--- src/hdl/aes_params_pkg.sv ---
package aes_params_pkg;

    typedef logic [127:0] block_t;       // State or text block.
    typedef logic [127:0] key_t;         // Cipher key or round key.
    typedef logic [3:0]   round_count_t; // Key schedule step.

    localparam int num_rounds   = 10;
    localparam int pipe_latency = 11;    // Enable to valid_out.
    localparam int key_latency  = 12;    // fsm_en to key_ready.

endpackage
--- src/hdl/aes_key_sched_fsm.sv ---
`timescale 1ns/1ns

module aes_key_sched_fsm (
    input  logic                        clk,
    input  logic                        rst,
    input  logic                        fsm_en,
    output logic                        key_en,
    output aes_params_pkg::round_count_t round_count,
    output logic                        key_ready
);
    import aes_params_pkg::*;

    typedef enum logic [1:0] {st_idle, st_expand, st_done} state_t;

    localparam round_count_t last_count = round_count_t'(key_latency - 1);

    state_t state;

    always_ff @(posedge clk) begin
        if (!rst) begin
            state       <= st_idle;
            round_count <= '0;
            key_en      <= 1'b0;
            key_ready   <= 1'b0;
        end else begin
            case (state)
                st_expand: begin
                    if (round_count == last_count) begin
                        state       <= st_done;
                        round_count <= '0;
                        key_en      <= 1'b0;
                        key_ready   <= 1'b1; // Last key lands this edge.
                    end else begin
                        round_count <= round_count + 1'b1;
                    end
                end
                default: begin // Idle or done.
                    if (fsm_en) begin
                        state       <= st_expand;
                        round_count <= round_count_t'(1);
                        key_en      <= 1'b1;
                        key_ready   <= 1'b0;
                    end
                end
            endcase
        end
    end

endmodule

--- config.mk ---
export PLATFORM = sky130hd
export DESIGN_NAME = aes_key_sched_fsm
export DESIGN_NICKNAME = d
export VERILOG_FILES = /design/src/hdl/aes_params_pkg.sv /design/src/hdl/aes_key_sched_fsm.sv
export SDC_FILE = /design/constraint.sdc
export NUM_CORES = 1
export LEC_CHECK = 0
export BUFFER_PORTS_ARGS = -buffer_cell sky130_fd_sc_hd__buf_2
export CORE_AREA = 2 2 39 41
export CTS_CLUSTER_SIZE = 12
export DETAILED_ROUTE_END_ITERATION = 7
export DIE_AREA = 0 0 41 43
export PLACE_DENSITY = 0.45
export SLEW_MARGIN = 15
export SYNTH_ARGS = -nofsm -noshare
export SYNTH_HDL_FRONTEND = slang
export SYNTH_SLANG_ARGS = --single-unit
--- constraint.sdc ---
create_clock -name clk -period 1.3 [get_ports clk]
set_clock_uncertainty 0.15 [all_clocks]
set_input_delay 0.065 -clock clk [delete_from_list [all_inputs] [get_ports clk]]
set_output_delay 0.065 -clock clk [all_outputs]
set_load 0.1 [all_outputs]
Yosys cells after proc, flatten, opt, wreduce, memory -nomap -nowiden
Cells that the tools add are included.

Muxes and demuxes: 12. Eq/ne operators: 3. Add/sub/neg operators: 1. Reductions and logical operators: 2.

Operator list (number): two-way mux 4 bit (3); two-way mux 1 bit (6); two-way mux 2 bit (3); adder 4 x 1 -> 4 bit (second input constant) (1); equality test 4 bit (second input constant) (1); equality test 2 x 1 -> 1 bit (second input constant) (1); inequality test 2 bit (second input constant) (1); AND reduction 2 bit (1); nonzero test 2 bit (1).

Word-level logic and storage cells: 22. Input bits: 3. Bits in registers: 8. Output and inout port bits: 6.

Longest topological paths before layout
Word-level depth: 3. Depth in mapped cells: 4. Mapped depth without buffers: 4.

Least setup slack after synthesis
OpenSTA, ideal clock, no wires.

Path kind: reg-to-reg. From: register state[0]. To: register round_count[2]. Setup slack: -0.632 ns. Data arrival time: 1.662 ns. Required time: 1.030 ns. Buffers on the path: 0. Clock period less this slack: 1.932 ns. Cell stages (with the launch flop): 4. Setup time: 0.120 ns. Path through: dfxtp_1 > nor2b_2 > nor3_1 > o31a_1.

Word-level cells in the longest chain between the ends: 2. Elaborated cells between the ends (all ways): 3. Those cells by class: eq/ne (1); mux (1); reduce/logical (1).

RTL lines: start, declared (RTL line aes_key_sched_fsm.sv:17) `state_t state;`; start signal, assigned (RTL line aes_key_sched_fsm.sv:21) `state <= st_idle;`; start signal, assigned (RTL line aes_key_sched_fsm.sv:29) `state <= st_done;`; start signal, assigned (RTL line aes_key_sched_fsm.sv:39) `state <= st_expand;`; equality test 2 x 1 -> 1 bit * (RTL line aes_key_sched_fsm.sv:26) `case (state)`; two-way mux 4 bit / nonzero test 2 bit (equally long branches); end signal, assigned (RTL line aes_key_sched_fsm.sv:34) `round_count <= round_count + 1'b1;`; end signal, assigned (RTL line aes_key_sched_fsm.sv:40) `round_count <= round_count_t'(1);`; end, declared (RTL line aes_key_sched_fsm.sv:8) `output aes_params_pkg::round_count_t round_count,`.

Every way passes the cells marked *; elsewhere a longest branch is shown, timed or not. A chain may end at the register's enable or synchronous reset.

==> results.yml <==
cts:
  cts_sinks: 6
  clk_latency_ns: 0.25
  cts.path.max_buffers: 2
  cts_tree: "done"
  htreeDepth: 1
  cts.clk_slew.worst_paths_ns: 0.05
  cts-root-buf: "clkbuf_4"
  cts_buffers: 3
synth:
  synthTopCellsByCount: "dfxtp_1, nor3_1, inv_1"
  synth_top_family_by_area: "simple AND/OR/NAND/NOR gates"
  synth_fp_nets: 37
  ys_seq_elements: 6
  yosysWarnings: 0
  yosysMostFrequentCell: "dfxtp_1"
  yosysTopAreaCell: "dfxtp_1"
  ys.flop_type: "dfxtp_1"
  synth_top_area_share_pct: 41.4
  yosys.cell_types.count: 20
  synthSimpleGateAreaFrac_pct: 32.3
  synth_edf_count: 0
  synthArstFlopShare_pct: 0
  synthMuxAreaShare_pct: 0
  ys_seq_area_share_pct: 41.4
  synthTopCellsByArea: "dfxtp_1, nor3_1, nand2b_4, ha_1, or3_1"
  synthCells: 33
  synth.avg_cell_area_um2: 8.80
  synth_compound_area_share_pct: 18.1
  netlist_area_um2: 290
  synth_fa_ha_area_share_pct: 4.31
  synth_xor_area_share_pct: 0
drt:
  dr.pass1.iters: 2
  postRouteAntennaNets: 0
  viasPerCell: 4.91
  route.vias.total: 314
  drtIter0Drc: 4
  finalWirelength_um: 788
  post_drt_wl_per_cell_um: 12.3
  drc: 0
finish:
  fin_nets: 54
  drive_above_1_share_pct: 52.1
  regArea_um2: 143
  diodes: 0
  final_cells: 64
  final_util_pct: 39.6
  fillCellCount: 145
  multi_input_area_um2: 186
  postLayoutCellArea_um2: 548
  area_growth_syn_to_layout_pct: 88.8
worst_setup_path:
  critPathMaxFanout: 7
  r2r_slack_ns: 0.06
  reg2reg_to: "round_count[3]$_SDFFE_PN0P_"
  reg2regPathDepth: 3
  cp.arrival_ns: 1.27
  cp_cell_sequence: "nand2b_4 -> or3_4 -> a31oi_1"
  endpoint: "round_count[3]$_SDFFE_PN0P_"
  end_kind: "register"
  critical_path_class: "reg2reg"
  worstReg2RegStart: "key_ready$_SDFFE_PN0P_"
  cp.required_ns: 1.32
  crit_slowest_cell: "or3_4"
  cp_slowest_stage_delay_ns: 0.36
  critical_path.startpoint: "key_ready$_SDFFE_PN0P_"
  crit_path_start_kind: "register"
timing:
  rsz0062_at_grt: "no"
  clock.fmax_ghz: 0.804
  slew_headroom_pct: 87.4
  layout_min_cycle_time_ns: 1.24
  maxSlewViolCount: 0
  setup_viol_count_final: 0
  finalHoldViolCount: 0
  worst_pin_slew_ns: 0.187
  holdWs_ns: 0.393
  period_share_pct: 95.7
global_route:
  antenna_found_initial: 0
  grt_use_total_pct: 11.8
  grt_pass1_vias: 309
  grt_pass1_wl_mm: 1.29
  grt_overflow: 0
  grt_max_degree: 8
run:
  max_cap_violations: 0
placement:
  dpl.hpwl_um: 601
  placed_area_um2: 480
  gp_congestion: 0.856
  place_inst: 57
  port_buffers: 8
floorplan:
  start_util_pct: 21.0
  io_pins: 9
  die_area_mm2: 0.00176
  core_mm2: 0.00138
  core.rowCount: 14
  die_h_um: 43
  die_x_um: 41
power_and_ir_drop:
  leakagePower_uw: 0.000196
  power.density_mw_per_mm2: 905
  max-vdd-ir-drop_mv: 0.461
  total_power_uw: 496
run_status:
  outcome: "complete, no violations"
min_path:
  hold_path_class: "reg2reg"
-- how the worst min path moves through the flow --
| stage | end | cells after the start | startpoint |
|---|---|---|---|
| after CTS | round_count[3]$_SDFFE_PN0P_ | 2 | round_count[3]$_SDFFE_PN0P_ |
| after global routing | round_count[1]$_SDFFE_PN0P_ | 2 | round_count[1]$_SDFFE_PN0P_ |
| after detailed placement | round_count[2]$_SDFFE_PN0P_ | 2 | rst |
| final | round_count[3]$_SDFFE_PN0P_ | 2 | round_count[3]$_SDFFE_PN0P_ |
| after floorplan | key_ready$_SDFFE_PN0P_ | 1 | rst |
| after global placement | key_ready$_SDFFE_PN0P_ | 2 | rst |
-- layout make-up --
| type | count | share of cell area [%] |
|---|---|---|
| inverters | 3 | 2.05 |
| flip-flops and latches | 6 | 26.0 |
| well taps | 16 | 3.65 |
| repair buffers | 12 | 30.1 |
| multi-input cells | 24 | 34.0 |
| clock buffers | 3 | 4.11 |
-- cells in the final DEF, fill, tap and decap left out, types with 2 or more instances in the layout --
cell type and instances:
inv_1 2, buf_12 6, o21ai_0 2, buf_2 2, nor3_1 3, a21oi_1 2, buf_4 2, dlygate4sd3_1 2
clkbuf_4 3, dfxtp_4 6
-- worst max-delay path: cells and delay by family, from the launching register on --
kind | cells | cell delay [ns]
AND/OR/NAND/NOR | 2 | 0.52
AO/OA/AOI/OAI | 1 | 0.16
flip-flops | 1 | 0.34
-- routing by layer --
metal	GRT usage, %	wire [um]	part of all wire, %	vias up
met2	13.8	384	49	12
li1	-	-	-	152
met5	0	0	0	-
met3	6.28	63	8.0	5
met4	11.3	33	4.2	0
met1	14.2	307	39	145
-- logic make-up (layout without fill, tap and decap cells) --
family	count (synthesis)	after routing
AOI/OAI and AO/OA	8	8
buffers and inverters	3	18
DFF	6	6
and+or+nand+nor	15	15
adders and majority gates	1	1
-- state kept, by name, indices dropped and copies added, names as in the netlist --
signal and cells:
round_count 4, state 1, key_ready 1
-- where the power goes --
group / internal (uW) / switching [uW]
clock: 105 / 72.8
combinational: 46.3 / 72.2
sequential: 184 / 15.5
total: 336 / 160
-- stage by stage --
stage	TNS, ns	worst slack [ns]
2_1_floorplan	-0.121	-0.0469
3_3_place_gp	0	0.0766
3_5_place_dp	0	0.0505
4_1_cts	0	0.0431
5_1_grt	0	0.0125
6_report	0	0.0557
-- what timing repair did --
item / 4_1_cts / 5_1_grt
gates resized for setup: 0 / 2
endpoints found under the setup margin: 0 / 2
buffers inserted: 0 / 2
hold buffers: 2 / 0
hold endpoints to repair: 6 / 0
No activity file was read; power rests on OpenSTA's default activity.
